$ cat config.mk
export PLATFORM = sky130hd
export DESIGN_NAME = csr_top
export DESIGN_NICKNAME = d
export VERILOG_FILES = /design/src/csr_pkg.sv /design/src/perf_cnt_if.sv /design/src/csr_top.sv /design/src/csr_read_mux.sv /design/src/perf_counter.sv /design/src/perf_event_ctrl.sv /design/src/machine_csr_regs.sv /design/src/csr_access_decode.sv
export VERILOG_INCLUDE_DIRS = /design/src
export SDC_FILE = /design/constraint.sdc
export NUM_CORES = 1
export LEC_CHECK = 0
export ABC_CLOCK_PERIOD_IN_PS = 4000
export BUFFER_PORTS_ARGS = -buffer_cell sky130_fd_sc_hd__buf_2
export CAP_MARGIN = 20
export CELL_PAD_IN_SITES_DETAIL_PLACEMENT = 1
export CELL_PAD_IN_SITES_GLOBAL_PLACEMENT = 2
export CORE_MARGIN = 2
export CORE_UTILIZATION = 43
export CTS_CLUSTER_SIZE = 16
export DETAILED_ROUTE_END_ITERATION = 7
export GPL_ROUTABILITY_DRIVEN = 0
export MAX_ROUTING_LAYER = met4
export PLACE_DENSITY_LB_ADDON = 0.1
export RECOVER_POWER = 25
export SLEW_MARGIN = 20
export SYNTH_ARGS = -nofsm -noshare
export SYNTH_HDL_FRONTEND = slang
export SYNTH_SLANG_ARGS = --single-unit
$ cat constraint.sdc
create_clock -name clk -period 4 [get_ports clk]
set_input_delay 0.4 -clock clk [delete_from_list [all_inputs] [get_ports clk]]
set_output_delay 0.4 -clock clk [all_outputs]
set_load 0.01 [all_outputs]
$ cat src/csr_cfg.svh
// csr block configuration: word and address widths, counter count, csr map, reset values
`ifndef CSR_CFG_SVH
`define CSR_CFG_SVH

// widths
`define CSR_XLEN             32   // data word
`define CSR_ADDR_W           12   // csr address
`define CSR_N_PERF           9    // implemented event counters

// machine csr addresses
`define CSR_ADDR_MSTATUS     12'h300
`define CSR_ADDR_MEPC        12'h341
`define CSR_ADDR_MCAUSE      12'h342

// perf counter control
`define CSR_ADDR_PCER        12'h7A0  // per-counter enable
`define CSR_ADDR_PCMR        12'h7A1  // global enable and saturation
`define CSR_PCCR_GROUP       7'h3C    // upper addr bits of 0x780..0x79F

// reset values and field positions
`define CSR_PCMR_RST         2'd3     // counting on, saturation on
`define CSR_MSTATUS_MIE_BIT  3
`define CSR_MSTATUS_MPIE_BIT 7

`endif
$ cat src/csr_pkg.sv
// csr types shared by the decoder, machine registers, read mux and top level
package csr_pkg;

  `include "csr_cfg.svh"

  ////////////////////////////////////////////////////////////////////////////
  // access port
  ////////////////////////////////////////////////////////////////////////////

  // operation on the access port, encoding follows the core's decoder
  typedef enum logic [1:0] {
    CSR_OP_NONE  = 2'b00,  // read only
    CSR_OP_WRITE = 2'b01,
    CSR_OP_SET   = 2'b10,  // or into current value
    CSR_OP_CLEAR = 2'b11   // and with inverted wdata
  } csr_op_e;

  // read source picked by the address decoder
  typedef enum logic [2:0] {
    RD_NONE    = 3'd0,  // idle or unmapped, reads zero
    RD_MSTATUS = 3'd1,
    RD_MEPC    = 3'd2,
    RD_MCAUSE  = 3'd3,
    RD_PCER    = 3'd4,
    RD_PCMR    = 3'd5,
    RD_PCCR    = 3'd6   // counter group, index picks the word
  } csr_rd_sel_e;

  // address seen either as a plain csr number or as counter group plus index
  typedef union packed {
    logic [`CSR_ADDR_W-1:0] raw;
    struct packed {
      logic [6:0] group;  // 0x3C for 0x780..0x79F
      logic [4:0] idx;    // counter index
    } pccr;
  } csr_addr_u;

  ////////////////////////////////////////////////////////////////////////////
  // machine state
  ////////////////////////////////////////////////////////////////////////////

  // only the two enable bits are stored, mpp is always M
  typedef struct packed {
    logic mie;
    logic mpie;
  } mstatus_t;

  typedef struct packed {
    logic       irq;   // interrupt vs exception, bit 31 on read
    logic [4:0] code;
  } mcause_t;

endpackage

$ cat src/perf_cnt_if.sv
// per-counter bus carrying increment, mode, software load and count value
`timescale 1ns/1ps
`include "csr_cfg.svh"

interface perf_cnt_if;

  logic                 inc;    // registered, gated event
  logic                 sat;    // hold at all ones
  logic                 we;     // software load strobe
  logic [`CSR_XLEN-1:0] wdata;  // merged write data
  logic [`CSR_XLEN-1:0] count;  // current value

  // event side, pcer/pcmr owner
  modport feeder (
    output inc,
    output sat
  );

  // csr access side
  modport decoder (
    output we,
    output wdata
  );

  modport counter (
    input  inc,
    input  sat,
    input  we,
    input  wdata,
    output count
  );

  // read path only
  modport reader (
    input count
  );

endinterface

$ cat src/csr_top.sv
// machine-mode csr block with nine performance counters, single-cycle access port
`timescale 1ns/1ps
`include "csr_cfg.svh"

module csr_top (
  input  logic                   clk,
  input  logic                   rst_n,
  // access port, sram-like
  input  logic                   csr_access_i,
  input  logic [`CSR_ADDR_W-1:0] csr_addr_i,
  input  logic [`CSR_XLEN-1:0]   csr_wdata_i,
  input  csr_pkg::csr_op_e       csr_op_i,
  output logic [`CSR_XLEN-1:0]   csr_rdata_o,
  // trap control
  input  logic                   csr_save_cause_i,
  input  logic                   csr_restore_mret_i,
  input  csr_pkg::mcause_t       csr_cause_i,
  input  logic [`CSR_XLEN-1:0]   pc_id_i,
  output logic                   m_irq_enable_o,
  output logic [`CSR_XLEN-1:0]   mepc_o,
  // pipeline events
  input  logic                   if_valid_i,
  input  logic                   id_valid_i,
  input  logic                   is_decoding_i,
  input  logic                   is_compressed_i,
  input  logic                   imiss_i,
  input  logic                   pc_set_i,
  input  logic                   mem_load_i,
  input  logic                   mem_store_i,
  input  logic                   jump_i,
  input  logic                   branch_i,
  input  logic                   branch_taken_i
);

  import csr_pkg::*;

  logic [`CSR_XLEN-1:0]   wdata;        // merged write data
  logic                   mstatus_we, mepc_we, mcause_we;
  logic                   pcer_we, pcmr_we;
  csr_rd_sel_e            rd_sel;
  logic [4:0]             pccr_index;
  mstatus_t               mstatus;
  mcause_t                mcause;
  logic [`CSR_N_PERF-1:0] pcer;
  logic [1:0]             pcmr;

  perf_cnt_if cnt_bus [`CSR_N_PERF] ();  // one bus per counter

  csr_access_decode u_decode (
    .csr_access_i (csr_access_i), .csr_addr_i (csr_addr_i),
    .csr_op_i     (csr_op_i),     .csr_wdata_i (csr_wdata_i),
    .csr_rdata_i  (csr_rdata_o),  .wdata_o     (wdata),
    .mstatus_we_o (mstatus_we),   .mepc_we_o   (mepc_we),
    .mcause_we_o  (mcause_we),    .pcer_we_o   (pcer_we),
    .pcmr_we_o    (pcmr_we),      .rd_sel_o    (rd_sel),
    .pccr_index_o (pccr_index),   .cnt_bus     (cnt_bus)
  );

  machine_csr_regs u_mregs (
    .clk (clk), .rst_n (rst_n), .wdata_i (wdata),
    .mstatus_we_i (mstatus_we), .mepc_we_i (mepc_we), .mcause_we_i (mcause_we),
    .csr_save_cause_i (csr_save_cause_i), .csr_restore_mret_i (csr_restore_mret_i),
    .csr_cause_i (csr_cause_i), .pc_id_i (pc_id_i),
    .mstatus_o (mstatus), .mepc_o (mepc_o), .mcause_o (mcause)
  );

  perf_event_ctrl u_events (
    .clk (clk), .rst_n (rst_n), .wdata_i (wdata),
    .pcer_we_i (pcer_we), .pcmr_we_i (pcmr_we),
    .if_valid_i (if_valid_i), .id_valid_i (id_valid_i), .is_decoding_i (is_decoding_i),
    .is_compressed_i (is_compressed_i), .imiss_i (imiss_i), .pc_set_i (pc_set_i),
    .mem_load_i (mem_load_i), .mem_store_i (mem_store_i), .jump_i (jump_i),
    .branch_i (branch_i), .branch_taken_i (branch_taken_i),
    .pcer_o (pcer), .pcmr_o (pcmr), .cnt_bus (cnt_bus)
  );

  for (genvar i = 0; i < `CSR_N_PERF; i++) begin : gen_cnt
    perf_counter u_cnt (.clk (clk), .rst_n (rst_n), .cnt_bus (cnt_bus[i]));
  end

  csr_read_mux u_rmux (
    .rd_sel_i (rd_sel), .pccr_index_i (pccr_index), .mstatus_i (mstatus),
    .mepc_i (mepc_o), .mcause_i (mcause), .pcer_i (pcer), .pcmr_i (pcmr),
    .csr_rdata_o (csr_rdata_o), .cnt_bus (cnt_bus)
  );

  assign m_irq_enable_o = mstatus.mie;  // global interrupt enable to the controller

endmodule

$ cat src/csr_read_mux.sv
// csr read data mux: formats machine csrs and picks pcer, pcmr or a counter
`timescale 1ns/1ps
`include "csr_cfg.svh"

module csr_read_mux (
  input  csr_pkg::csr_rd_sel_e    rd_sel_i,
  input  logic [4:0]              pccr_index_i,
  input  csr_pkg::mstatus_t       mstatus_i,
  input  logic [`CSR_XLEN-1:0]    mepc_i,
  input  csr_pkg::mcause_t        mcause_i,
  input  logic [`CSR_N_PERF-1:0]  pcer_i,
  input  logic [1:0]              pcmr_i,
  output logic [`CSR_XLEN-1:0]    csr_rdata_o,
  perf_cnt_if.reader              cnt_bus [`CSR_N_PERF]
);

  import csr_pkg::*;

  logic [`CSR_N_PERF-1:0][`CSR_XLEN-1:0] cnt_words;  // flattened counter values
  logic [`CSR_XLEN-1:0]                  mstatus_word;
  logic [`CSR_XLEN-1:0]                  pccr_word;

  // interface arrays only take constant indices
  for (genvar i = 0; i < `CSR_N_PERF; i++) begin : gen_cnt_rd
    assign cnt_words[i] = cnt_bus[i].count;
  end

  always_comb begin : mstatus_fmt
    mstatus_word                        = '0;
    mstatus_word[12:11]                 = 2'b11;  // mpp, M only
    mstatus_word[`CSR_MSTATUS_MPIE_BIT] = mstatus_i.mpie;
    mstatus_word[`CSR_MSTATUS_MIE_BIT]  = mstatus_i.mie;
  end

  // unimplemented slots 9..31 read zero
  assign pccr_word = (pccr_index_i < `CSR_N_PERF) ? cnt_words[pccr_index_i] : '0;

  ////////////////////////////////////////////////////////////////////////////
  // output select
  ////////////////////////////////////////////////////////////////////////////

  always_comb begin : rdata_sel
    case (rd_sel_i)
      RD_MSTATUS: csr_rdata_o = mstatus_word;
      RD_MEPC:    csr_rdata_o = mepc_i;
      RD_MCAUSE:  csr_rdata_o = {mcause_i.irq, {(`CSR_XLEN-6){1'b0}}, mcause_i.code};
      RD_PCER:    csr_rdata_o = {{(`CSR_XLEN-`CSR_N_PERF){1'b0}}, pcer_i};
      RD_PCMR:    csr_rdata_o = {{(`CSR_XLEN-2){1'b0}}, pcmr_i};
      RD_PCCR:    csr_rdata_o = pccr_word;
      default:    csr_rdata_o = '0;  // idle or unmapped
    endcase
  end

endmodule

$ cat src/perf_counter.sv
// single 32-bit event counter, wrapping or saturating, loadable by software
`timescale 1ns/1ps
`include "csr_cfg.svh"

module perf_counter (
  input  logic         clk,
  input  logic         rst_n,
  perf_cnt_if.counter  cnt_bus
);

  logic [`CSR_XLEN-1:0] count_q;
  logic                 at_max;    // all ones
  logic                 step;      // increment allowed this cycle

  assign at_max = &count_q;

  // saturation only blocks the step at the top, wrap otherwise
  assign step = cnt_bus.inc && !(cnt_bus.sat && at_max);

  ////////////////////////////////////////////////////////////////////////////
  // count register
  ////////////////////////////////////////////////////////////////////////////

  always_ff @(posedge clk or negedge rst_n) begin
    if (!rst_n) begin
      count_q <= '0;
    end else if (cnt_bus.we) begin
      count_q <= cnt_bus.wdata;          // software load beats the event
    end else if (step) begin
      count_q <= count_q + 1'b1;
    end
  end

  assign cnt_bus.count = count_q;

endmodule

$ cat src/perf_event_ctrl.sv
// perf counter control: pcer/pcmr registers, event gating and increment pipeline
`timescale 1ns/1ps
`include "csr_cfg.svh"

module perf_event_ctrl (
  input  logic                   clk,
  input  logic                   rst_n,
  input  logic [`CSR_XLEN-1:0]   wdata_i,
  input  logic                   pcer_we_i,
  input  logic                   pcmr_we_i,
  input  logic                   if_valid_i,      // new instr out of IF
  input  logic                   id_valid_i,      // ID done
  input  logic                   is_decoding_i,   // controller in decode
  input  logic                   is_compressed_i, // rvc in ID
  input  logic                   imiss_i,         // fetch stall
  input  logic                   pc_set_i,        // redirect in flight
  input  logic                   mem_load_i,
  input  logic                   mem_store_i,
  input  logic                   jump_i,
  input  logic                   branch_i,
  input  logic                   branch_taken_i,
  output logic [`CSR_N_PERF-1:0] pcer_o,
  output logic [1:0]             pcmr_o,
  perf_cnt_if.feeder             cnt_bus [`CSR_N_PERF]
);

  logic [`CSR_N_PERF-1:0] pcer_q;
  logic [1:0]             pcmr_q;      // [0] global enable, [1] saturate
  logic [`CSR_N_PERF-1:0] event_raw;
  logic [`CSR_N_PERF-1:0] inc_d, inc_q;

  ////////////////////////////////////////////////////////////////////////////
  // event map, index = pccr number
  ////////////////////////////////////////////////////////////////////////////

  assign event_raw[0] = 1'b1;                  // cycles
  assign event_raw[1] = if_valid_i;            // fetched instrs
  assign event_raw[2] = imiss_i & ~pc_set_i;   // fetch-miss cycles, not redirects
  assign event_raw[3] = mem_load_i;
  assign event_raw[4] = mem_store_i;
  assign event_raw[5] = jump_i;
  assign event_raw[6] = branch_i;
  assign event_raw[7] = branch_taken_i;
  assign event_raw[8] = id_valid_i & is_decoding_i & is_compressed_i;  // compressed

  // per-counter enable and global enable
  assign inc_d = event_raw & pcer_q & {`CSR_N_PERF{pcmr_q[0]}};

  always_ff @(posedge clk or negedge rst_n) begin
    if (!rst_n) begin
      pcer_q <= '0;
      pcmr_q <= `CSR_PCMR_RST;
      inc_q  <= '0;
    end else begin
      if (pcer_we_i) begin
        pcer_q <= wdata_i[`CSR_N_PERF-1:0];
      end
      if (pcmr_we_i) begin
        pcmr_q <= wdata_i[1:0];
      end
      inc_q <= inc_d;  // one stage, count moves a cycle later
    end
  end

  for (genvar i = 0; i < `CSR_N_PERF; i++) begin : gen_feed
    assign cnt_bus[i].inc = inc_q[i];
    assign cnt_bus[i].sat = pcmr_q[1];
  end

  assign pcer_o = pcer_q;
  assign pcmr_o = pcmr_q;

endmodule

$ cat src/machine_csr_regs.sv
// machine status, exception pc and cause registers with trap entry and mret
`timescale 1ns/1ps
`include "csr_cfg.svh"

module machine_csr_regs (
  input  logic                  clk,
  input  logic                  rst_n,
  input  logic [`CSR_XLEN-1:0]  wdata_i,            // merged write data
  input  logic                  mstatus_we_i,
  input  logic                  mepc_we_i,
  input  logic                  mcause_we_i,
  input  logic                  csr_save_cause_i,   // trap entry
  input  logic                  csr_restore_mret_i, // return from trap
  input  csr_pkg::mcause_t      csr_cause_i,
  input  logic [`CSR_XLEN-1:0]  pc_id_i,            // pc of the trapping instr
  output csr_pkg::mstatus_t     mstatus_o,
  output logic [`CSR_XLEN-1:0]  mepc_o,
  output csr_pkg::mcause_t      mcause_o
);

  import csr_pkg::*;

  mstatus_t             mstatus_q, mstatus_d;
  logic [`CSR_XLEN-1:0] mepc_q, mepc_d;
  mcause_t              mcause_q, mcause_d;

  ////////////////////////////////////////////////////////////////////////////
  // next state
  ////////////////////////////////////////////////////////////////////////////

  always_comb begin : next_state
    mstatus_d = mstatus_q;
    mepc_d    = mepc_q;
    mcause_d  = mcause_q;

    // software writes first
    if (mstatus_we_i) begin
      mstatus_d.mie  = wdata_i[`CSR_MSTATUS_MIE_BIT];   // only two live bits
      mstatus_d.mpie = wdata_i[`CSR_MSTATUS_MPIE_BIT];
    end
    if (mepc_we_i) begin
      mepc_d = wdata_i;
    end
    if (mcause_we_i) begin
      mcause_d.irq  = wdata_i[`CSR_XLEN-1];
      mcause_d.code = wdata_i[4:0];
    end

    // the controller wins over any software write in the same cycle
    if (csr_save_cause_i) begin
      mstatus_d.mpie = mstatus_q.mie;  // stack the enable
      mstatus_d.mie  = 1'b0;           // mask while in handler
      mepc_d         = pc_id_i;
      mcause_d       = csr_cause_i;
    end else if (csr_restore_mret_i) begin
      mstatus_d.mie  = mstatus_q.mpie; // pop
      mstatus_d.mpie = 1'b1;
    end
  end

  ////////////////////////////////////////////////////////////////////////////
  // registers
  ////////////////////////////////////////////////////////////////////////////

  always_ff @(posedge clk or negedge rst_n) begin
    if (!rst_n) begin
      mstatus_q <= '0;  // interrupts off
      mepc_q    <= '0;
      mcause_q  <= '0;
    end else begin
      mstatus_q <= mstatus_d;
      mepc_q    <= mepc_d;
      mcause_q  <= mcause_d;
    end
  end

  assign mstatus_o = mstatus_q;
  assign mepc_o    = mepc_q;
  assign mcause_o  = mcause_q;

endmodule

$ cat src/csr_access_decode.sv
// csr access decoder: address to read select, write strobes and set/clear merge
`timescale 1ns/1ps
`include "csr_cfg.svh"

module csr_access_decode (
  input  logic                    csr_access_i,
  input  logic [`CSR_ADDR_W-1:0]  csr_addr_i,
  input  csr_pkg::csr_op_e        csr_op_i,
  input  logic [`CSR_XLEN-1:0]    csr_wdata_i,
  input  logic [`CSR_XLEN-1:0]    csr_rdata_i,    // current value, for set/clear
  output logic [`CSR_XLEN-1:0]    wdata_o,
  output logic                    mstatus_we_o,
  output logic                    mepc_we_o,
  output logic                    mcause_we_o,
  output logic                    pcer_we_o,
  output logic                    pcmr_we_o,
  output csr_pkg::csr_rd_sel_e    rd_sel_o,
  output logic [4:0]              pccr_index_o,
  perf_cnt_if.decoder             cnt_bus [`CSR_N_PERF]
);

  import csr_pkg::*;

  csr_addr_u addr;
  logic      wr_en;    // any modifying op on a live access
  logic      is_pccr;  // address inside the counter group

  assign addr         = csr_addr_i;
  assign wr_en        = csr_access_i && (csr_op_i != CSR_OP_NONE);
  assign is_pccr      = csr_access_i && (addr.pccr.group == `CSR_PCCR_GROUP);
  assign pccr_index_o = addr.pccr.idx;

  ////////////////////////////////////////////////////////////////////////////
  // address decode
  ////////////////////////////////////////////////////////////////////////////

  // depends on address only, never on read data, so no loop through the mux
  always_comb begin : sel_decode
    rd_sel_o = RD_NONE;  // idle or unmapped
    if (is_pccr) begin
      rd_sel_o = RD_PCCR;
    end else if (csr_access_i) begin
      case (addr.raw)
        `CSR_ADDR_MSTATUS: rd_sel_o = RD_MSTATUS;
        `CSR_ADDR_MEPC:    rd_sel_o = RD_MEPC;
        `CSR_ADDR_MCAUSE:  rd_sel_o = RD_MCAUSE;
        `CSR_ADDR_PCER:    rd_sel_o = RD_PCER;
        `CSR_ADDR_PCMR:    rd_sel_o = RD_PCMR;
        default:           rd_sel_o = RD_NONE;
      endcase
    end
  end

  // one strobe per target, rd_sel is already one-hot by construction
  assign mstatus_we_o = wr_en && (rd_sel_o == RD_MSTATUS);
  assign mepc_we_o    = wr_en && (rd_sel_o == RD_MEPC);
  assign mcause_we_o  = wr_en && (rd_sel_o == RD_MCAUSE);
  assign pcer_we_o    = wr_en && (rd_sel_o == RD_PCER);
  assign pcmr_we_o    = wr_en && (rd_sel_o == RD_PCMR);

  ////////////////////////////////////////////////////////////////////////////
  // write data merge
  ////////////////////////////////////////////////////////////////////////////

  always_comb begin : wdata_merge
    case (csr_op_i)
      CSR_OP_SET:   wdata_o = csr_wdata_i | csr_rdata_i;
      CSR_OP_CLEAR: wdata_o = ~csr_wdata_i & csr_rdata_i;
      default:      wdata_o = csr_wdata_i;  // write, none
    endcase
  end

  // counter load strobes, index 9..31 hits nothing
  for (genvar i = 0; i < `CSR_N_PERF; i++) begin : gen_cnt_we
    assign cnt_bus[i].we    = wr_en && is_pccr && (addr.pccr.idx == i);
    assign cnt_bus[i].wdata = wdata_o;
  end

endmodule

Yosys cells after proc, flatten, opt, wreduce, memory -nomap -nowiden --
Index checks and enable logic that the tools add are counted.
Cells by class: $add $sub $neg 9, $lt $le $gt $ge 2, eq/ne operators 22, multiplexer cells 33, bitwise logic cells 9, reductions and logical operators 67
Operator list (count):
- $mux W32 | 22
- $add A32 B1 Y32 const B | 9
- $reduce_and A32 Y1 | 9
- $pmux W32 S6 | 1
- $bmux W32 S4 | 1
- $pmux W32 S2 | 1
- $eq A12 B10 Y1 const B | 3
- $logic_and A1 B1 Y1 | 35
- $and A32 B32 Y32 | 1
- $not A32 Y32 | 1
- $or A32 B32 Y32 | 1
- $eq A12 B11 Y1 const B | 2
- $reduce_bool A2 Y1 | 12
- $eq A5 B3 Y1 const B | 4
- $and A9 B9 Y9 | 2
- $pmux W3 S5 | 1
- $mux W6 | 2
- $eq A5 B2 Y1 const B | 2
- $eq A3 B3 Y1 const B | 3
- $logic_not A1 Y1 | 9
- $eq A7 B6 Y1 const B | 1
- $eq A3 B2 Y1 const B | 2
- $mux W2 | 3
- $mux W3 | 2
- other kinds (10) | 13
Storage, ports and cells: bits in registers 348, input bits 100, output and inout port bits 65, word-level logic and storage cells 159

Depth between registers and ports, before layout --
depth after elaboration 11, depth in mapped cells 12, depth with buffers taken out 8

By module --
From an unflattened synthesis, not the netlist that was laid out.
Second synthesis, totals: cell total of the unflattened synthesis 3191, area total of the unflattened synthesis 27143.5 um^2
Modules (own cells, without submodules):
- perf_counter (gen_cnt[0].u_cnt ...) | times used 8, cells an instance 250, area an instance 2107.0 um^2
- csr_access_decode | times used 1, cells an instance 416, area an instance 2907.8 um^2
- csr_read_mux | times used 1, cells an instance 312, area an instance 2637.5 um^2
- perf_counter (gen_cnt[8].u_cnt) | times used 1, cells an instance 235, area an instance 2034.5 um^2
- machine_csr_regs | times used 1, cells an instance 176, area an instance 1901.8 um^2
- perf_event_ctrl | times used 1, cells an instance 52, area an instance 805.8 um^2

Worst setup path after synthesis --
OpenSTA, ideal clock, no wires.
path type in2reg, start input port csr_addr_i[1], end register gen_cnt[7].u_cnt.count_q[2], library setup time 132 ps, arrival time 2388 ps, path slack 1481 ps, stages on the path 11, buffers on the path 4, cell sequence buf_2 -> buf_4 -> buf_2 -> mux2_2 -> a221oi_1 -> nor2_1 -> nand2_1 -> o311ai_0 -> a22oi_1 -> buf_2 -> o21ai_0
On the way: word-level cells in the longest chain between the ends 9, elaborated cells between the ends (all ways) 26
RTL lines:
- from (decl) | line csr_top.sv:10 | input logic [`CSR_ADDR_W-1:0] csr_addr_i,
- $eq A12 B11 Y1 or $eq A12 B10 Y1 (tied branches) | line csr_access_decode.sv:43 | case (addr.raw)
- $pmux W3 S5 | line csr_access_decode.sv:43
- $mux W3 | line csr_access_decode.sv:42 | end else if (csr_access_i) begin
- $mux W3 | line csr_access_decode.sv:40 | if (is_pccr) begin
- $eq A3 B3 Y1, or another cell as far along | line csr_read_mux.sv:43 | case (rd_sel_i)
- $pmux W32 S6 * | line csr_read_mux.sv:43
- net csr_rdata_o[2] | line csr_top.sv:13 | output logic [`CSR_XLEN-1:0] csr_rdata_o,
- $and A32 B32 Y32 or $or A32 B32 Y32 (tied branches) | line csr_access_decode.sv:68, csr_access_decode.sv:67
- $pmux W32 S2 * | line csr_access_decode.sv:66 | case (csr_op_i)
- $mux W32 * | line perf_counter.sv:27 | end else if (cnt_bus.we) begin
- to (signal assigned) | line perf_counter.sv:28 | count_q <= cnt_bus.wdata;
- to (signal assigned) | line perf_counter.sv:30 | count_q <= count_q + 1'b1;
- to (decl) | line perf_counter.sv:11 | logic [`CSR_XLEN-1:0] count_q;
Mark *: on every way through the listed nets, which the timed path passes. The rest lies on a longest branch. The select of a mux whose other input is x is not followed. A chain may end at the register's enable or synchronous reset.

Worst setup path in the final report --
start input port csr_addr_i[0], end output port csr_rdata_o[11]
On the way: word-level cells in the longest chain between the ends 6, elaborated cells between the ends (all ways) 19
RTL lines (line):
- $eq A12 B11 Y1 or $eq A12 B10 Y1 (tied branches) | csr_access_decode.sv:43
- $pmux W3 S5 | csr_access_decode.sv:43
- $mux W3 | csr_access_decode.sv:42
- $mux W3 | csr_access_decode.sv:40
- $eq A3 B3 Y1, or another cell as far along | csr_read_mux.sv:43
- $pmux W32 S6 * | csr_read_mux.sv:43
- to (decl) | csr_top.sv:13
Mark *: on every way between the ends. The rest lies on a longest branch, timed or not. The select of a mux whose other input is x is not followed.

==> flow_summary.toml <==
[run_status]
outcome = "finished with violations"
violations = "max-capacitance violations, max-slew violations"

[setup_path]
crit_family = "buffers and inverters"
cp_max_fo = 41
critical_path_class = "input port to primary output"
cp.buffers_inverters = 4
cp_slowest_cell = "buf_4"
cp-start-kind = "input port"
cp_cell_sequence = "buf_4, buf_12, mux4_2, a21oi_1, nor2_1, a222oi_1, inv_1, buf_2"
cp-end-kind = "primary output"
slowest_delay_ns = 0.57
critPathArrivalTime_ns = 3.00
cp_data_required_time_ns = 3.60
regToRegSetupSlack_ns = 0.75

[detailed_routing]
num_vias = 20200
dr.first_iter.drc_count = 1693
firstDrtPassIters = 5
viasPerCell = 6.29
wl_um = 90600
wire_per_inst_um = 28.2
route.detailed.drc = 0
drtAntennaViolNets = 0

[pwr]
peakVddDrop_uv = 251
power_leakage_nw = 11.2
p_per_area_nw_per_um2 = 326

[floorplanning]
core-area_um2 = 51500
ios = 165
dieArea_um2 = 54100
chipWidth_um = 233
die_h_um = 233
rows = 83
start_util = 0.436

[flow_run]
maxCapViolations = 1

[sta]
setup_viol = 0
worst_slew_pin_slew_ns = 2.76
drv_slew = 92
fin_crit_ns = 3.40
setup_tns_ns = 0
rsz0062_at_grt = "no"
fin_crit_sh = 0.849
hold_viol_final = 0
fmax_mhz = 294
finalClockSkew_ns = 0.0173
slew_headroom = -0.842

[logic_synthesis]
synth_edf_count = 0
synth.avg_cell_area_um2 = 9.62
ys_seq_elements = 348
synth.largest_area_cell = "dfrtp_1"
syn_area_um2 = 22500
syn_nets = 2446
yosys_most_used_dff = "dfrtp_1"
seq_area_frac_synth = 0.387
synth_top_area_frac = 0.385
syn_inst = 2337
synthArstFlopShare = 1.00
synth_area_leaders = "dfrtp_1 39%, mux2i_1 8.8%, xor2_1 6.4%"
ys_warn_count = 0
synth_cell_types = 72

[global_routing]
grt_max_degree = 95
grt_use_total = 0.348
grt_pass1_wl_um = 136000
grt_overflow = 0
antenna_found_initial = 2
grt_pass1_vias = 20500

[placed_design]
dp_hpwl_um = 66900
port_buffers = 164

[cts]
insertion_delay_ns = 0.58
cts.sinks = 348
cts_tree = "done"
cts_made_buffers = 43
clock_path_buffers = 3
h-tree-depth = 2
cts-root-buf = "clkbuf_16"
path_clk_slew_ns = 0.07

[final_layout]
multi_input_area_um2 = 12900
nFillCells = 5931
final_util = 0.501
seq_area_um2 = 8710
syn_to_final_growth_pct = 14.7
layout_common_cells = "346 x dfrtp_1, 198 x mux2i_1, 181 x nand2_1"
layout_commonest_cell = "dfrtp_1"
fin_nets = 2608
layout-drive-gt1-share = 0.174

[hold_path]
hold_path_class = "input port to register"
==> final timing paths <==
kind | from | end | cells after the start
setup / recovery | csr_addr_i[0] | csr_rdata_o[11] | 8
hold / removal | csr_cause_i[3] | u_mregs.mcause_o[3] | 3
setup reg to reg | u_events.pcmr_o[1] | gen_cnt[1].u_cnt.cnt_bus.count[15] | 8
hold reg to reg | u_events.pcer_o[0] | u_events.pcer_o[0] | 2
max in group asynchronous | rst_n | gen_cnt[7].u_cnt.cnt_bus.count[11] | 3
min in group asynchronous | rst_n | gen_cnt[0].u_cnt.cnt_bus.count[26] | 2
==> synthesized netlist by cell type (all sizes together), types with 15 or more instances <==
cell type,number
nor2,119
buf,54
and2,22
xnor2,113
mux2,21
clkbuf,78
nand2,188
nor4,20
xor2,164
and3,71
nand4,90
and4,30
nor3,47
o22ai,22
nor3b,54
mux4,56
mux2i,198
inv,84
dfrtp,346
a22oi,48
nor2b,15
nand3,139
a21oi,108
o21ai,122
==> layout make-up <==
class,count,share of cell area
clock inverter,15,0.00679
tap,680,0.0330
clock buffer,62,0.0485
multi-input combinational,1773,0.501
antenna,1,0.0000970
sequential,348,0.338
timing repair buffer,249,0.0608
inverter,84,0.0122
==> tightest hold or removal path, cell delays in order <==
cell,delay (ns)
buf_2,0.08
nand2_1,0.04
o21ai_0,0.06
==> metal layers <==
layer  wire length, um  part of all wire  up-vias  track usage
li1                  -                 -     8817            -
met3              5530             0.061      201       0.0472
met5                 0                 0        -            -
met4              4500             0.050        0        0.155
met1             39500              0.44    10400        0.470
met2             41000              0.45      786        0.523
==> power breakdown <==
part	total, mW	internal [mW]	leakage, nW	switching, mW
clock network	4.08	2.42	0.710	1.66
logic	0.712	0.241	6.91	0.471
registers	3.62	3.56	3.61	0.0556
total	8.41	6.23	11.2	2.18
==> cells by family (layout without fill, tap and decap cells) <==
logic type	Yosys count	in the layout	synth area share
flops	348	348	0.387
mux	275	275	0.155
other cells	0	1	0
xor+xnor	277	277	0.108
fa+ha+maj	9	9	0.00501
buf+inv	216	410	0.0399
compound gates	368	368	0.103
simple gates	844	844	0.202
==> stage by stage <==
step	cell area (um2)	instances	worst slack (ns)	hold WS [ns]	total power, mW
6_report	25800	3212	0.604	0.0318	8.41
5_1_grt	25800	3212	0.492	0.0319	8.66
4_1_cts	25800	3210	0.610	0.00339	8.47
3_5_place_dp	24400	3132	0.298	0.507	4.39
3_3_place_gp	24400	3132	0.401	0.482	4.38
2_1_floorplan	22500	2337	1.48	0.104	3.97
==> sequential cells by signal, summed over array words and instances (netlist names) <==
| signal | cells |
|---|---|
| u_mregs.mepc_o | 32 |
| gen_cnt.u_cnt.cnt_bus.count | 288 |
| u_events.inc_q | 9 |
| u_events.pcer_o | 9 |
| u_events.pcmr_o | 2 |
| u_mregs.mstatus_o | 2 |
| u_mregs.mcause_o | 6 |
==> timing repair <==
action,CTS,global route
hold buffers,1,0
setup buffers,0,0
resized for setup,0,0
hold endpoints to repair,88,0
Note: power is estimated with default switching activity, not from simulation.
